**src/logic/sd_init_defs.svh**
```systemverilog
// timing and sizing macros for the SD bring-up design, included by the top and the testbench
`ifndef SD_INIT_DEFS_SVH
`define SD_INIT_DEFS_SVH

// ====================
// SD clock
// ====================

// system clocks per sd_clk half period
// 50 MHz / 250 / 2 gives the 100 kHz identification clock
`define SD_CLK_HALF 250

// idle clocks with cmd high before CMD0
// the card needs at least 74
`define SD_IDLE_CLOCKS 80

// ====================
// status path
// ====================

// system clocks per serial bit, about 115200 baud at 50 MHz
`define UART_BAUD_DIV 434

// two entries, so the transmitter really stalls the sequencer
`define STATUS_FIFO_DEPTH 2

`endif

```
**src/logic/sd_init_pkg.sv**
```systemverilog
// shared types and command constants for the SD bring-up design, imported by the RTL and testbench
package sd_init_pkg;

    // ====================
    // field types
    // ====================

    // command index, six bits after start and transmission bits
    typedef logic [5:0] sd_index_t;
    // command argument
    typedef logic [31:0] sd_arg_t;
    // x^7 + x^3 + 1 checksum
    typedef logic [6:0] crc7_t;
    // one ascii status character
    typedef logic [7:0] status_char_t;

    // sequencer states
    typedef enum logic [2:0] {
        IDLE_CLOCKS,
        SEND_CMD,
        WAIT_CMD,
        PUSH_CHAR,
        DONE
    } seq_state_t;

    // ====================
    // command set
    // ====================

    // GO_IDLE_STATE
    localparam sd_index_t SD_CMD0   = 6'd0;
    // APP_CMD, prefix for the next command
    localparam sd_index_t SD_CMD55  = 6'd55;
    // SD_SEND_OP_COND
    localparam sd_index_t SD_ACMD41 = 6'd41;
    // HCS bit set, host supports high capacity
    localparam sd_arg_t ACMD41_ARG = 32'h4000_0000;

endpackage

```
**src/logic/sd_cmd_tx.sv**
```systemverilog
// SD command line shifter: slow clock, idle clocks and one 48-bit frame with CRC7 per request
`timescale 1ns/100ps
`include "sd_init_defs.svh"

module sd_cmd_tx #(
    parameter int CLK_HALF = 250
) (
    input  logic                   CLOCK_50,
    input  logic                   reset_n,
    input  logic                   idle_valid,
    input  logic                   cmd_valid,
    input  sd_init_pkg::sd_index_t cmd_index,
    input  sd_init_pkg::sd_arg_t   cmd_arg,
    output logic                   cmd_ready,
    output logic                   cmd_done,
    output logic                   sd_clk,
    output logic                   sd_cmd_out,
    output logic                   sd_cmd_oe
);
    import sd_init_pkg::*;

    localparam int DIV_W = $clog2(CLK_HALF + 1);
    localparam logic [DIV_W-1:0] DIV_LAST = DIV_W'(CLK_HALF - 1);
    localparam int MAX_BITS = (`SD_IDLE_CLOCKS > 48) ? `SD_IDLE_CLOCKS : 48;
    localparam int CNT_W = $clog2(MAX_BITS);
    localparam logic [CNT_W-1:0] IDLE_LAST    = CNT_W'(`SD_IDLE_CLOCKS - 1);
    localparam logic [CNT_W-1:0] PAYLOAD_LAST = CNT_W'(39);
    localparam logic [CNT_W-1:0] CRC_LAST     = CNT_W'(45);
    localparam logic [CNT_W-1:0] FRAME_LAST   = CNT_W'(47);

    logic             busy;
    logic             is_idle;
    logic [DIV_W-1:0] div_cnt;
    logic [CNT_W-1:0] bit_cnt;
    logic [39:0]      sr;
    crc7_t            crc;
    crc7_t            crc_n;
    logic             fb;
    logic             next_bit;
    logic             start;
    logic             half_tick;
    logic             fall;
    logic [CNT_W-1:0] last_bit;

    assign cmd_ready = !busy;
    assign start     = cmd_ready && (cmd_valid || idle_valid);
    assign half_tick = busy && (div_cnt == DIV_LAST);
    // outgoing bit changes here, card samples on the rise
    assign fall      = half_tick && sd_clk;
    assign last_bit  = is_idle ? IDLE_LAST : FRAME_LAST;

    // ====================
    // CRC7 and bit select
    // ====================

    // serial crc, sr[39] is the bit on the line
    always_comb begin
        fb    = crc[6] ^ sr[39];
        crc_n = {crc[5:3], crc[2] ^ fb, crc[1:0], fb};
    end

    // bit for the next sd_clk period
    always_comb begin
        if (bit_cnt < PAYLOAD_LAST) begin
            next_bit = sr[38];
        end else if (bit_cnt == PAYLOAD_LAST) begin
            // crc msb before it lands in the register
            next_bit = crc_n[6];
        end else if (bit_cnt <= CRC_LAST) begin
            next_bit = crc[5];
        end else begin
            // end bit
            next_bit = 1'b1;
        end
    end

    // frame payload and checksum
    always_ff @(posedge CLOCK_50) begin
        if (start) begin
            sr  <= {1'b0, 1'b1, cmd_index, cmd_arg};
            crc <= '0;
        end else if (fall && !is_idle) begin
            sr <= {sr[38:0], 1'b1};
            if (bit_cnt <= PAYLOAD_LAST) begin
                crc <= crc_n;
            end else begin
                // crc now shifts out msb first
                crc <= {crc[5:0], 1'b0};
            end
        end
    end

    // ====================
    // clock and line control
    // ====================

    always_ff @(posedge CLOCK_50 or negedge reset_n) begin
        if (!reset_n) begin
            busy       <= 1'b0;
            is_idle    <= 1'b0;
            div_cnt    <= '0;
            bit_cnt    <= '0;
            sd_clk     <= 1'b0;
            sd_cmd_out <= 1'b1;
            sd_cmd_oe  <= 1'b0;
            cmd_done   <= 1'b0;
        end else begin
            cmd_done <= 1'b0;
            if (start) begin
                busy       <= 1'b1;
                is_idle    <= idle_valid;
                div_cnt    <= '0;
                bit_cnt    <= '0;
                sd_cmd_oe  <= 1'b1;
                // idle clocks hold the line high, a frame opens with start 0
                sd_cmd_out <= idle_valid;
            end else if (half_tick) begin
                div_cnt <= '0;
                sd_clk  <= !sd_clk;
                if (fall) begin
                    if (bit_cnt == last_bit) begin
                        // last period done, release the line
                        busy       <= 1'b0;
                        sd_cmd_oe  <= 1'b0;
                        sd_cmd_out <= 1'b1;
                        cmd_done   <= 1'b1;
                    end else begin
                        bit_cnt    <= bit_cnt + 1'b1;
                        sd_cmd_out <= is_idle ? 1'b1 : next_bit;
                    end
                end
            end else if (busy) begin
                div_cnt <= div_cnt + 1'b1;
            end
        end
    end

    // the sequencer offers one kind of request at a time
    a_one_request: assert property (@(posedge CLOCK_50) disable iff (!reset_n)
        !(cmd_valid && idle_valid));

endmodule

```
**src/logic/sd_init_seq.sv**
```systemverilog
// SD bring-up sequencer: idle clocks, CMD0, CMD55, ACMD41, with a status character after each
`timescale 1ns/100ps

module sd_init_seq (
    input  logic                      CLOCK_50,
    input  logic                      reset_n,
    input  logic                      cmd_ready,
    input  logic                      cmd_done,
    input  logic                      char_ready,
    output logic                      idle_valid,
    output logic                      cmd_valid,
    output sd_init_pkg::sd_index_t    cmd_index,
    output sd_init_pkg::sd_arg_t      cmd_arg,
    output logic                      char_valid,
    output sd_init_pkg::status_char_t char_data,
    output logic                      init_done
);
    import sd_init_pkg::*;

    // step through the bring-up, one per command plus the final 'D'
    localparam logic [2:0] STEP_IDLE   = 3'd0;
    localparam logic [2:0] STEP_CMD0   = 3'd1;
    localparam logic [2:0] STEP_CMD55  = 3'd2;
    localparam logic [2:0] STEP_ACMD41 = 3'd3;
    localparam logic [2:0] STEP_FINAL  = 3'd4;

    seq_state_t state;
    logic [2:0] step;

    // requests come straight from the state, so they hold while stalled
    assign idle_valid = (state == IDLE_CLOCKS);
    assign cmd_valid  = (state == SEND_CMD);
    assign char_valid = (state == PUSH_CHAR);

    // ====================
    // per-step contents
    // ====================

    always_comb begin
        cmd_index = SD_CMD0;
        cmd_arg   = '0;
        char_data = "D";
        case (step)
            STEP_CMD0: begin
                char_data = "0";
            end
            STEP_CMD55: begin
                cmd_index = SD_CMD55;
                char_data = "5";
            end
            STEP_ACMD41: begin
                cmd_index = SD_ACMD41;
                cmd_arg   = ACMD41_ARG;
                char_data = "A";
            end
            default: begin
                // idle and final step carry no command
                cmd_index = SD_CMD0;
            end
        endcase
    end

    // ====================
    // state machine
    // ====================

    always_ff @(posedge CLOCK_50 or negedge reset_n) begin
        if (!reset_n) begin
            state     <= IDLE_CLOCKS;
            step      <= STEP_IDLE;
            init_done <= 1'b0;
        end else begin
            case (state)
                IDLE_CLOCKS: begin
                    if (cmd_ready) begin
                        state <= WAIT_CMD;
                    end
                end
                SEND_CMD: begin
                    if (cmd_ready) begin
                        state <= WAIT_CMD;
                    end
                end
                WAIT_CMD: begin
                    if (cmd_done) begin
                        if (step == STEP_IDLE) begin
                            // no character for the idle clocks
                            step  <= STEP_CMD0;
                            state <= SEND_CMD;
                        end else begin
                            state <= PUSH_CHAR;
                        end
                    end
                end
                PUSH_CHAR: begin
                    if (char_ready) begin
                        if (step == STEP_FINAL) begin
                            state     <= DONE;
                            init_done <= 1'b1;
                        end else if (step == STEP_ACMD41) begin
                            // 'D' follows 'A' directly
                            step <= STEP_FINAL;
                        end else begin
                            step  <= step + 1'b1;
                            state <= SEND_CMD;
                        end
                    end
                end
                DONE: begin
                    state <= DONE;
                end
                default: begin
                    state <= IDLE_CLOCKS;
                end
            endcase
        end
    end

    // a stalled character waits unchanged for the FIFO
    a_char_hold: assert property (@(posedge CLOCK_50) disable iff (!reset_n)
        char_valid && !char_ready |=> char_valid && $stable(char_data));

endmodule

```
**src/logic/status_fifo.sv**
```systemverilog
// small valid/ready FIFO that buffers status characters between sequencer and transmitter
`timescale 1ns/100ps

module status_fifo #(
    parameter int DEPTH = 2
) (
    input  logic                      CLOCK_50,
    input  logic                      reset_n,
    input  logic                      in_valid,
    input  sd_init_pkg::status_char_t in_data,
    input  logic                      out_ready,
    output logic                      in_ready,
    output logic                      out_valid,
    output sd_init_pkg::status_char_t out_data
);
    import sd_init_pkg::*;

    localparam int PTR_W = $clog2(DEPTH);
    localparam int CNT_W = $clog2(DEPTH + 1);
    localparam logic [PTR_W-1:0] PTR_LAST = PTR_W'(DEPTH - 1);
    localparam logic [CNT_W-1:0] CNT_FULL = CNT_W'(DEPTH);

    status_char_t     mem [DEPTH];
    logic [PTR_W-1:0] wr_ptr;
    logic [PTR_W-1:0] rd_ptr;
    logic [CNT_W-1:0] count;
    logic             push;
    logic             pop;

    assign in_ready  = (count != CNT_FULL);
    assign out_valid = (count != '0);
    assign out_data  = mem[rd_ptr];
    assign push      = in_valid && in_ready;
    assign pop       = out_valid && out_ready;

    // storage
    always_ff @(posedge CLOCK_50) begin
        if (push) begin
            mem[wr_ptr] <= in_data;
        end
    end

    // pointers wrap at DEPTH and count tracks occupancy
    always_ff @(posedge CLOCK_50 or negedge reset_n) begin
        if (!reset_n) begin
            wr_ptr <= '0;
            rd_ptr <= '0;
            count  <= '0;
        end else begin
            if (push) begin
                wr_ptr <= (wr_ptr == PTR_LAST) ? '0 : wr_ptr + 1'b1;
            end
            if (pop) begin
                rd_ptr <= (rd_ptr == PTR_LAST) ? '0 : rd_ptr + 1'b1;
            end
            if (push && !pop) begin
                count <= count + 1'b1;
            end else if (pop && !push) begin
                count <= count - 1'b1;
            end
        end
    end

    // full means writes have come round to the read pointer
    a_no_push_full: assert property (@(posedge CLOCK_50) disable iff (!reset_n)
        (count == CNT_FULL) |-> (wr_ptr == rd_ptr));
    // empty means reads have caught up with writes
    a_no_pop_empty: assert property (@(posedge CLOCK_50) disable iff (!reset_n)
        (count == '0) |-> (wr_ptr == rd_ptr));

endmodule

```
**src/logic/uart_tx.sv**
```systemverilog
// 8N1 serial transmitter that drains status characters, one frame per handshake
`timescale 1ns/100ps

module uart_tx #(
    parameter int BAUD_DIV = 434
) (
    input  logic                      CLOCK_50,
    input  logic                      reset_n,
    input  logic                      in_valid,
    input  sd_init_pkg::status_char_t in_data,
    output logic                      in_ready,
    output logic                      txd
);

    localparam int BAUD_W = $clog2(BAUD_DIV + 1);
    localparam logic [BAUD_W-1:0] BAUD_LAST = BAUD_W'(BAUD_DIV - 1);

    logic              busy;
    logic [9:0]        frame;
    logic [BAUD_W-1:0] baud_cnt;
    logic [3:0]        bit_cnt;
    logic              bit_tick;

    // idle means ready for the next character
    assign in_ready = !busy;
    // lsb of the frame is on the wire
    assign txd      = frame[0];
    assign bit_tick = busy && (baud_cnt == BAUD_LAST);

    // ====================
    // shifter
    // ====================

    always_ff @(posedge CLOCK_50 or negedge reset_n) begin
        if (!reset_n) begin
            busy     <= 1'b0;
            frame    <= '1;
            baud_cnt <= '0;
            bit_cnt  <= '0;
        end else begin
            if (in_valid && in_ready) begin
                // stop, data lsb first, start
                frame    <= {1'b1, in_data, 1'b0};
                busy     <= 1'b1;
                baud_cnt <= '0;
                bit_cnt  <= '0;
            end else if (bit_tick) begin
                baud_cnt <= '0;
                // refill with ones so the line idles high
                frame    <= {1'b1, frame[9:1]};
                if (bit_cnt == 4'd9) begin
                    // stop bit finished
                    busy <= 1'b0;
                end else begin
                    bit_cnt <= bit_cnt + 1'b1;
                end
            end else if (busy) begin
                baud_cnt <= baud_cnt + 1'b1;
            end
        end
    end

endmodule

```
**src/logic/sd_init_top.sv**
```systemverilog
// top level of the SD bring-up: sequencer, command shifter, status FIFO and serial transmitter
`timescale 1ns/100ps
`include "sd_init_defs.svh"

module sd_init_top #(
    parameter int SD_CLK_HALF_P = `SD_CLK_HALF,
    parameter int BAUD_DIV_P    = `UART_BAUD_DIV
) (
    input  logic CLOCK_50,
    input  logic reset_n,
    output logic sd_clk,
    output logic sd_cmd_out,
    output logic sd_cmd_oe,
    output logic uart_txd,
    output logic init_done
);
    import sd_init_pkg::*;

    // sequencer to shifter
    logic         idle_valid;
    logic         cmd_valid;
    logic         cmd_ready;
    logic         cmd_done;
    sd_index_t    cmd_index;
    sd_arg_t      cmd_arg;
    // sequencer to FIFO
    logic         char_valid;
    logic         char_ready;
    status_char_t char_data;
    // FIFO to transmitter
    logic         out_valid;
    logic         out_ready;
    status_char_t out_data;

    // ====================
    // producer side
    // ====================

    sd_init_seq u_seq (
        .CLOCK_50   (CLOCK_50),
        .reset_n    (reset_n),
        .cmd_ready  (cmd_ready),
        .cmd_done   (cmd_done),
        .char_ready (char_ready),
        .idle_valid (idle_valid),
        .cmd_valid  (cmd_valid),
        .cmd_index  (cmd_index),
        .cmd_arg    (cmd_arg),
        .char_valid (char_valid),
        .char_data  (char_data),
        .init_done  (init_done)
    );

    sd_cmd_tx #(
        .CLK_HALF (SD_CLK_HALF_P)
    ) u_cmd_tx (
        .CLOCK_50   (CLOCK_50),
        .reset_n    (reset_n),
        .idle_valid (idle_valid),
        .cmd_valid  (cmd_valid),
        .cmd_index  (cmd_index),
        .cmd_arg    (cmd_arg),
        .cmd_ready  (cmd_ready),
        .cmd_done   (cmd_done),
        .sd_clk     (sd_clk),
        .sd_cmd_out (sd_cmd_out),
        .sd_cmd_oe  (sd_cmd_oe)
    );

    // ====================
    // status path
    // ====================

    status_fifo #(
        .DEPTH (`STATUS_FIFO_DEPTH)
    ) u_fifo (
        .CLOCK_50  (CLOCK_50),
        .reset_n   (reset_n),
        .in_valid  (char_valid),
        .in_data   (char_data),
        .out_ready (out_ready),
        .in_ready  (char_ready),
        .out_valid (out_valid),
        .out_data  (out_data)
    );

    uart_tx #(
        .BAUD_DIV (BAUD_DIV_P)
    ) u_uart (
        .CLOCK_50 (CLOCK_50),
        .reset_n  (reset_n),
        .in_valid (out_valid),
        .in_data  (out_data),
        .in_ready (out_ready),
        .txd      (uart_txd)
    );

endmodule

```
**config.mk**
```make
export PLATFORM = sky130hd
export DESIGN_NAME = sd_init_top
export DESIGN_NICKNAME = d
export VERILOG_FILES = /design/src/logic/sd_init_pkg.sv /design/src/logic/sd_cmd_tx.sv /design/src/logic/sd_init_seq.sv /design/src/logic/status_fifo.sv /design/src/logic/uart_tx.sv /design/src/logic/sd_init_top.sv
export VERILOG_INCLUDE_DIRS = /design/src /design/src/logic
export SDC_FILE = /design/constraint.sdc
export NUM_CORES = 1
export LEC_CHECK = 0
export BUFFER_PORTS_ARGS = -buffer_cell sky130_fd_sc_hd__buf_2
export CAP_MARGIN = 0
export CELL_PAD_IN_SITES_DETAIL_PLACEMENT = 1
export CELL_PAD_IN_SITES_GLOBAL_PLACEMENT = 1
export CORE_ASPECT_RATIO = 0.8
export CORE_MARGIN = 2
export CORE_UTILIZATION = 55
export DETAILED_ROUTE_END_ITERATION = 8
export MAX_ROUTING_LAYER = met4
export PLACE_DENSITY = 0.91
export SLEW_MARGIN = 20
export SYNTH_ARGS = -nofsm -noshare
export SYNTH_HDL_FRONTEND = slang
export SYNTH_SLANG_ARGS = --single-unit
```
**constraint.sdc**
```tcl
create_clock -name CLOCK_50 -period 13 [get_ports CLOCK_50]
set_clock_uncertainty 0.05 [all_clocks]
set_input_delay 0.65 -clock CLOCK_50 [delete_from_list [all_inputs] [get_ports CLOCK_50]]
set_output_delay 0.65 -clock CLOCK_50 [all_outputs]
set_load 0.02 [all_outputs]
```
==> results of run 1 <==
## cells by family (layout without fill, tap and decap cells)
| logic type | after synthesis | after routing | share of synthesized area [%] |
|---|---|---|---|
| AND/OR/NAND/NOR | 184 | 184 | 19.99 |
| flip-flops | 109 | 109 | 58.28 |
| AO/OA/AOI/OAI | 67 | 67 | 9.222 |
| buffers and inverters | 36 | 39 | 3.165 |
| XOR/XNOR | 16 | 16 | 2.792 |
| multiplexers | 15 | 15 | 3.066 |
| adder cells (fa/ha/maj) | 14 | 14 | 3.490 |
## worst max-delay path by stage
| stage | startpoint | endpoint | slack [ns] |
|---|---|---|---|
| floorplan | u_cmd_tx.div_cnt[1] | u_cmd_tx.sr[0] | 8.49 |
| global placement | u_cmd_tx.div_cnt[1] | u_cmd_tx.sr[15] | 10.34 |
| detailed placement | u_cmd_tx.div_cnt[1] | u_cmd_tx.sr[27] | 10.14 |
| CTS | u_cmd_tx.div_cnt[1] | u_cmd_tx.sr[27] | 10.13 |
| global route | u_cmd_tx.div_cnt[1] | u_cmd_tx.sr[27] | 10.24 |
| finish | u_cmd_tx.div_cnt[1] | u_cmd_tx.sr[27] | 10.43 |
## cell type report
type / count / area share (%)
clock inverter: 4 / 0.4396
multi-input combinational: 296 / 36.00
sequential: 109 / 54.10
inverter: 15 / 1.041
tap: 115 / 2.661
timing repair buffer: 8 / 1.203
clock buffer: 12 / 4.558
## power by group
group / switching [W] / total, W / internal [W]
Clock: 0.000122 / 0.000257 / 0.000135
Combinational: 0.00000322 / 0.00000352 / 0.000000300
Sequential: 0 / 0.000356 / 0.000356
Total: 0.000125 / 0.000616 / 0.000491
## placed cells by master (no fill, tap or decap), types with 10 or more instances in the layout
master	instances
and2_1	32
dfrtp_1	44
dfstp_2	10
edfxtp_1	46
ha_1	14
inv_1	14
mux2i_1	12
nand2_1	46
nand3_1	12
nor2_1	39
o21ai_0	10
## flip-flops by register name (all words and copies together) (netlist names)
signal,cells
u_fifo.wr_ptr,1
u_cmd_tx.cmd_done,1
u_cmd_tx.sd_clk,1
u_seq.init_done,1
u_cmd_tx.sd_cmd_out,1
u_cmd_tx.sd_cmd_oe,1
u_cmd_tx.sr,40
u_uart.baud_cnt,9
u_uart.bit_cnt,4
u_seq.state,3
u_cmd_tx.div_cnt,8
u_seq.step,3
u_fifo.mem,8
u_uart.frame,9
u_fifo.count,2
u_cmd_tx.is_idle,1
u_fifo.rd_ptr,1
u_cmd_tx.crc,7
u_cmd_tx.bit_cnt,7
u_uart.busy,1
## worst max-delay path, stage by stage (launching register included)
cell and delay [ns]:
dfrtp_1 0.43, inv_1 0.08, ha_1 0.18, nand4b_2 0.25
or3_1 0.51, o21ai_4 0.53, buf_16 0.25
## stage by stage
stage / total power (W) / std cells / setup WS (ns)
floorplan: 0.0003632 / 441 / 8.494
global placement: 0.0003668 / 542 / 10.34
detailed placement: 0.0003669 / 542 / 10.14
CTS: 0.0006188 / 558 / 10.13
global route: 0.0006320 / 559 / 10.24
finish: 0.0006163 / 559 / 10.43
## routing by layer
layer | track usage (%) | vias to the layer above | wire length, um
met1 | 28.60 | 1638 | 4738
met3 | 5.559 | 16 | 313
met4 | 7.386 | 0 | 168
met5 | - | - | 0
li1 | - | 1548 | -
met2 | 39.65 | 53 | 5291
==> out/qor.yml, run 1 <==
die:
  die_x_um: 110.8
  num_rows: 31
  initial_core_util_pct: 56.03
  dieArea_um2: 9912
  die_h_um: 89.45
  io_pins: 7
  core-area_um2: 8960
synth:
  syn_area_per_cell_um2: 11.38
  ys_types: 66
  synth_edf_count: 46
  ys_ff_latch: 109
  yosysSeqAreaShare_pct: 58.28
  netlist_instances: 441
  netlist_area_um2: 5020
  synth_nets: 457
  yosysWarnings: 0
  synth_flop_cell: "edfxtp_1"
  synth.area.top_cells: "edfxtp_1, dfrtp_1, dfstp_2"
  netlist_top_cells_count: "edfxtp_1, nand2_1, dfrtp_1"
  synth_top_area_share_pct: 27.52
  synth-async-reset-ratio_pct: 49.54
  yosysTopAreaCell: "edfxtp_1"
sta:
  tns_ns: 0
  worst_slew_margin_rel_pct: 37.17
  finalMaxSlewViolations: 0
  setup_viol_count_final: 0
  worst_slew_pin_slew_ns: 0.9354
  max_freq_mhz: 388.8
  period_minus_slack_ns: 2.572
  rsz0062_at_grt: "false"
  whs_ns: 0.3727
  fin_crit_sh_pct: 19.79
  hold_viol_final: 0
critical_path:
  r2r-end: "u_cmd_tx.sr[27]"
  worstPathMaxFanout: 24
  crit_type: "register to register"
  start_kind: "register"
  reg2reg_depth: 6
  cp_data_required_time_ns: 13.01
  ff2ff_setup_slack_ns: 10.43
  timing.rr.start: "u_cmd_tx.div_cnt[1]"
  critPathArrivalTime_ns: 2.58
  end_kind: "register"
clock_network:
  cts_tree: "yes"
  cts_buffers: 9
  clock_path_buffers: 2
  htree_levels: 3
  cts_resized: 0
  postCtsSetupRepairBufs: 0
  ctsHoldBuffers: 0
  path_clk_slew_ns: 0.07
  insertion_delay_ns: 0.35
  clock-sinks: 109
  cts_root_buf: "clkbuf_16"
outcome:
  outcome: "finished, final reports clean"
finish:
  fin_area_um2: 5408
  fillers: 909
  final-seq-area_um2: 2925
  multiInputGateArea_um2: 1947
  diodes: 0
  nNetsFinal: 455
  area_growth_pct: 7.727
  fin_util_pct: 60.35
  drive_above_1_share_pct: 11.26
place:
  gp_congestion: 0.8377
  port-buffer-count: 6
  hpwl_um: 7129
  dpl_cell_area_um2: 5110
route:
  wl_per_cell_um: 18.81
  drt_iter0_markers: 161
  drcViolationCount: 0
  ant_nets: 0
  drtPass1Iterations: 4
  route.vias.total: 3255
  routed_wl_um: 10510
  vias_per_cell: 5.823
power:
  leakage_nw: 2.006
  vdd_drop_max_mv: 0.08271
  power_density_nw_per_um2: 114.0
global_route:
  grt_pass1_wl_um: 17280
  grt.total_usage_pct: 23.48
  grt_max_degree: 60
  grt-ovfl-total: 0
  antenna_found_initial: 0
  grt_pass1_vias: 3353
min_path:
  hold_path_class: "input pin to asynchronous set/reset pin"
job:
  maxCapViolCount: 0
(Power assumes the default switching activity.)
==> run 2: changes to the inputs <==
CORE_UTILIZATION = 46   (was 55)
PLACE_DENSITY = 0.82   (was 0.91)
clock period = 2.15 ns   (was 13 ns; I/O delays follow)
==> out/qor.yml, run 2 (synthesized netlist as in run 1, its figures left out) <==
sta:
  worst_slew_pin_slew_ns: 0.5928
  fin_crit_sh_pct: 93.32
  worst_slew_margin_rel_pct: 60.48
  period_minus_slack_ns: 2.006
  finalMaxSlewViolations: 0
  max_freq_mhz: 498.4
  whs_ns: 0.2205
  setup_viol_count_final: 0
  tns_ns: 0
  rsz0062_at_grt: "false"
  hold_viol_final: 0
clock_network:
  path_clk_slew_ns: 0.07
  insertion_delay_ns: 0.35
  postCtsSetupRepairBufs: 0
  cts_resized: 0
  cts_root_buf: "clkbuf_16"
  htree_levels: 3
  cts_tree: "yes"
  clock-sinks: 109
  clock_path_buffers: 2
  cts_buffers: 9
global_route:
  antenna_found_initial: 0
  grt_pass1_wl_um: 17380
  grt.total_usage_pct: 19.45
  grt_max_degree: 39
  grt-ovfl-total: 0
  grt_pass1_vias: 3518
critical_path:
  critPathArrivalTime_ns: 2.24
  cp_data_required_time_ns: 2.38
  reg2reg_depth: 5
  r2r-end: "u_uart.frame[7]"
  startpoint: "u_uart.baud_cnt[0]"
  start_kind: "register"
  ff2ff_setup_slack_ns: 0.14
  timing.rr.start: "u_uart.baud_cnt[0]"
  critPathCapture: "u_uart.frame[7]"
  end_kind: "register"
  crit_type: "register to register"
  worstPathMaxFanout: 10
die:
  die_h_um: 97.44
  num_rows: 34
  initial_core_util_pct: 46.64
  die_x_um: 120.8
  dieArea_um2: 11770
  io_pins: 7
  core-area_um2: 10760
route:
  wl_per_cell_um: 16.77
  routed_wl_um: 10060
  drt_iter0_markers: 154
  vias_per_cell: 5.407
  route.vias.total: 3244
  ant_nets: 0
  drcViolationCount: 0
  drtPass1Iterations: 4
min_path:
  hold_path_class: "input pin to asynchronous set/reset pin"
place:
  port-buffer-count: 6
  hpwl_um: 6919
  gp_congestion: 0.8630
outcome:
  outcome: "finished, final reports clean"
power:
  leakage_nw: 2.100
  vdd_drop_max_mv: 0.4552
  power_w: 0.003891
  power_density_nw_per_um2: 694.9
finish:
  nNetsFinal: 467
  diodes: 0
  largest_register_ffs: 40
  area_growth_pct: 11.54
  regMostFlops: "u_cmd_tx.sr"
  drive_above_1_share_pct: 14.69
  final_cell_mix: "nand2_1, edfxtp_1, dfrtp_1"
  top_regs: "u_cmd_tx.sr (40), u_uart.baud_cnt (9), u_uart.frame (9)"
job:
  maxCapViolCount: 0
==> run 2: worst min path at each step <==
stage,start,endpoint,slack (ns),cells past startpoint
global route,reset_n,u_uart.baud_cnt[3],0.28,2
CTS,reset_n,u_uart.bit_cnt[1],0.24,2
global placement,reset_n,u_uart.bit_cnt[1],0.06,1
finish,reset_n,u_uart.bit_cnt[0],0.22,2
detailed placement,reset_n,u_uart.bit_cnt[1],0.07,1
floorplan,reset_n,u_cmd_tx.bit_cnt[0],-0.24,0
==> run 2: routing by layer <==
layer  wire (um)  track usage (%)
met1        4715            24.84
met2        4978            30.99
met4         163            7.156
met3         202            3.756
met5           0                -
==> run 2: critical path, stage by stage, from the launching register on <==
cell and delay, ns:
dfrtp_1 0.45, ha_1 0.22, and4_1 0.17, a21oi_1 0.50, nor2_2 0.23, o221a_2 0.32
==> run 2: power breakdown <==
part           total (W)  switching, W  leakage [nW]  internal, W
registers        0.00215             0          1.06      0.00215
clock network    0.00171      0.000769         0.145     0.000943
logic          0.0000262     0.0000207         0.896   0.00000549
total            0.00389      0.000790          2.10      0.00310
==> run 2: repair_timing <==
action / 4_1_cts / 5_1_grt
hold endpoints to repair: 21 / 0
setup endpoints to repair: 0 / 0
hold buffers: 1 / 0
==> run 2: per-stage QoR <==
stage               util (%)  area, um2  setup slack, ns  instances
floorplan                  -       5049          -0.1718        441
global placement       49.05       5279           0.2336        583
detailed placement     49.05       5279           0.1714        583
CTS                    52.02       5599           0.1659        600
global route           52.02       5599          0.03088        600
finish                 52.02       5599           0.1436        600
==> run 2: layout make-up <==
type,count,area [um2]
fill,1131,5164
sequential,109,2927
multi-input combinational,296,1963
clock buffer,10,239.0
tap,144,180.2
timing repair buffer,20,162.7
clock inverter,6,71.32
inverter,15,56.30
==> run 3: changes to the inputs <==
BUFFER_PORTS_ARGS = default   (was -buffer_cell sky130_fd_sc_hd__buf_2)
CORE_UTILIZATION = 40   (was 46)
DONT_BUFFER_PORTS = 1   (was default)
PLACE_DENSITY = 0.73   (was 0.82)
==> out/qor.yml, run 3 (synthesized netlist as in run 1, its figures left out) <==
finish:
  drive_above_1_share_pct: 12.89
  diodes: 0
  top_regs: "u_cmd_tx.sr (40), u_uart.baud_cnt (9), u_uart.frame (9)"
  regMostFlops: "u_cmd_tx.sr"
  fin_area_um2: 5584
  nNetsFinal: 461
  largest_register_ffs: 40
  fin_cells: 621
  final_cell_mix: "nand2_1, edfxtp_1, dfrtp_1"
  area_growth_pct: 11.24
sta:
  hold_viol_final: 0
  max_freq_mhz: 489.2
  setup_viol_count_final: 0
  tns_ns: 0
  worst_slew_margin_rel_pct: 58.89
  fin_crit_sh_pct: 95.09
  finalMaxSlewViolations: 0
  rsz0062_at_grt: "false"
  worst_slew_pin_slew_ns: 0.6167
  period_minus_slack_ns: 2.044
die:
  num_rows: 36
  die_h_um: 104.2
  initial_core_util_pct: 41.12
  die_x_um: 129.2
  io_pins: 7
  dieArea_um2: 13470
  core-area_um2: 12210
place:
  port-buffer-count: 0
  hpwl_um: 6354
  place_inst: 603
  dpl_cell_area_um2: 5263
  gp_congestion: 0.8021
route:
  ant_nets: 0
  vias_per_cell: 5.097
  routed_wl_um: 9407
  route.vias.total: 3165
  drcViolationCount: 0
  drtPass1Iterations: 4
  wl_per_cell_um: 15.15
  drt_iter0_markers: 140
global_route:
  antenna_found_initial: 0
  grt_pass1_wl_um: 16570
  grt.total_usage_pct: 15.84
  grt-ovfl-total: 0
  grt_pass1_vias: 3356
  grt_max_degree: 55
critical_path:
  end_kind: "register"
  crit_type: "register to register"
  start_kind: "register"
  reg2reg_depth: 5
  cp_data_required_time_ns: 2.38
  critPathArrivalTime_ns: 2.27
  worstPathMaxFanout: 10
  ff2ff_setup_slack_ns: 0.11
clock_network:
  postCtsSetupRepairBufs: 0
  cts_root_buf: "clkbuf_16"
  cts_resized: 0
  path_clk_slew_ns: 0.07
  insertion_delay_ns: 0.34
  cts_buffers: 9
  clock-sinks: 109
  ctsHoldBuffers: 2
  htree_levels: 3
  clock_path_buffers: 2
  cts_tree: "yes"
power:
  leakage_nw: 2.061
  power_density_nw_per_um2: 676.7
  vdd_drop_max_mv: 0.3467
outcome:
  outcome: "finished, final reports clean"
min_path:
  hold_path_class: "input pin to asynchronous set/reset pin"
job:
  maxCapViolCount: 0
[run 3: cell count changes in the layout (fill, tap and decap cells not counted), moves of 2 or more]
cell / change
clkinvlp_2: +2
buf_2: -6
clkbuf_1: +2
clkinv_4: -2
[run 3: path summary, 6_finish.rpt]
check | from | endpoint
worst max-delay path | u_uart.baud_cnt[0] | u_uart.frame[3]
worst min register to register | u_cmd_tx.crc[0] | u_cmd_tx.crc[0]
worst max register to register | u_uart.baud_cnt[0] | u_uart.frame[3]
min in group CLOCK_50 | u_cmd_tx.crc[0] | u_cmd_tx.crc[0]
max in group asynchronous | reset_n | u_cmd_tx.sd_cmd_out
worst min-delay path | reset_n | u_uart.baud_cnt[8]
[run 3: stage by stage]
step / utilization, % / setup WS, ns / hold WS (ns) / total power [W]
2_1_floorplan: - / -0.1718 / -0.2381 / 0.002196
3_3_place_gp: 43.11 / 0.2325 / -0.2369 / 0.002196
3_5_place_dp: 43.11 / 0.1724 / -0.2366 / 0.002196
4_1_cts: 45.75 / 0.1523 / 0.2192 / 0.003841
5_1_grt: 45.75 / 0.01036 / 0.2664 / 0.003909
6_report: 45.75 / 0.1057 / 0.2376 / 0.003779
[run 3: area by class of cell]
cell class	count	area, um2
fillers	1317	6623
flip-flops and latches	109	2927
multi-input cells	296	1963
clock buffers	11	232.7
well taps	171	214.0
repair buffers	14	140.1
inverters	15	56.30
clock inverters	5	51.30
[run 3: per-layer routing]
| layer | part of all wire (%) | up-vias | GRT usage, % |
|---|---|---|---|
| met4 | 1.1 | 0 | 4.348 |
| met1 | 49 | 1559 | 20.45 |
| met3 | 2.8 | 13 | 4.372 |
| li1 | - | 1566 | - |
| met5 | 0 | - | - |
| met2 | 47 | 27 | 24.59 |
[run 3: where the power goes]
group | total (W) | leakage [nW] | internal, W | switching (W)
logic | 0.0000271 | 0.872 | 0.00000645 | 0.0000206
registers | 0.00215 | 1.06 | 0.00215 | 0
clock network | 0.00160 | 0.129 | 0.000894 | 0.000704
total | 0.00378 | 2.06 | 0.00305 | 0.000725
[run 3: critical path: stages, from the launching register on]
cell	delay, ns
dfrtp_1	0.44
ha_1	0.22
and4_1	0.17
a21oi_1	0.52
nor2_2	0.24
o221a_2	0.33
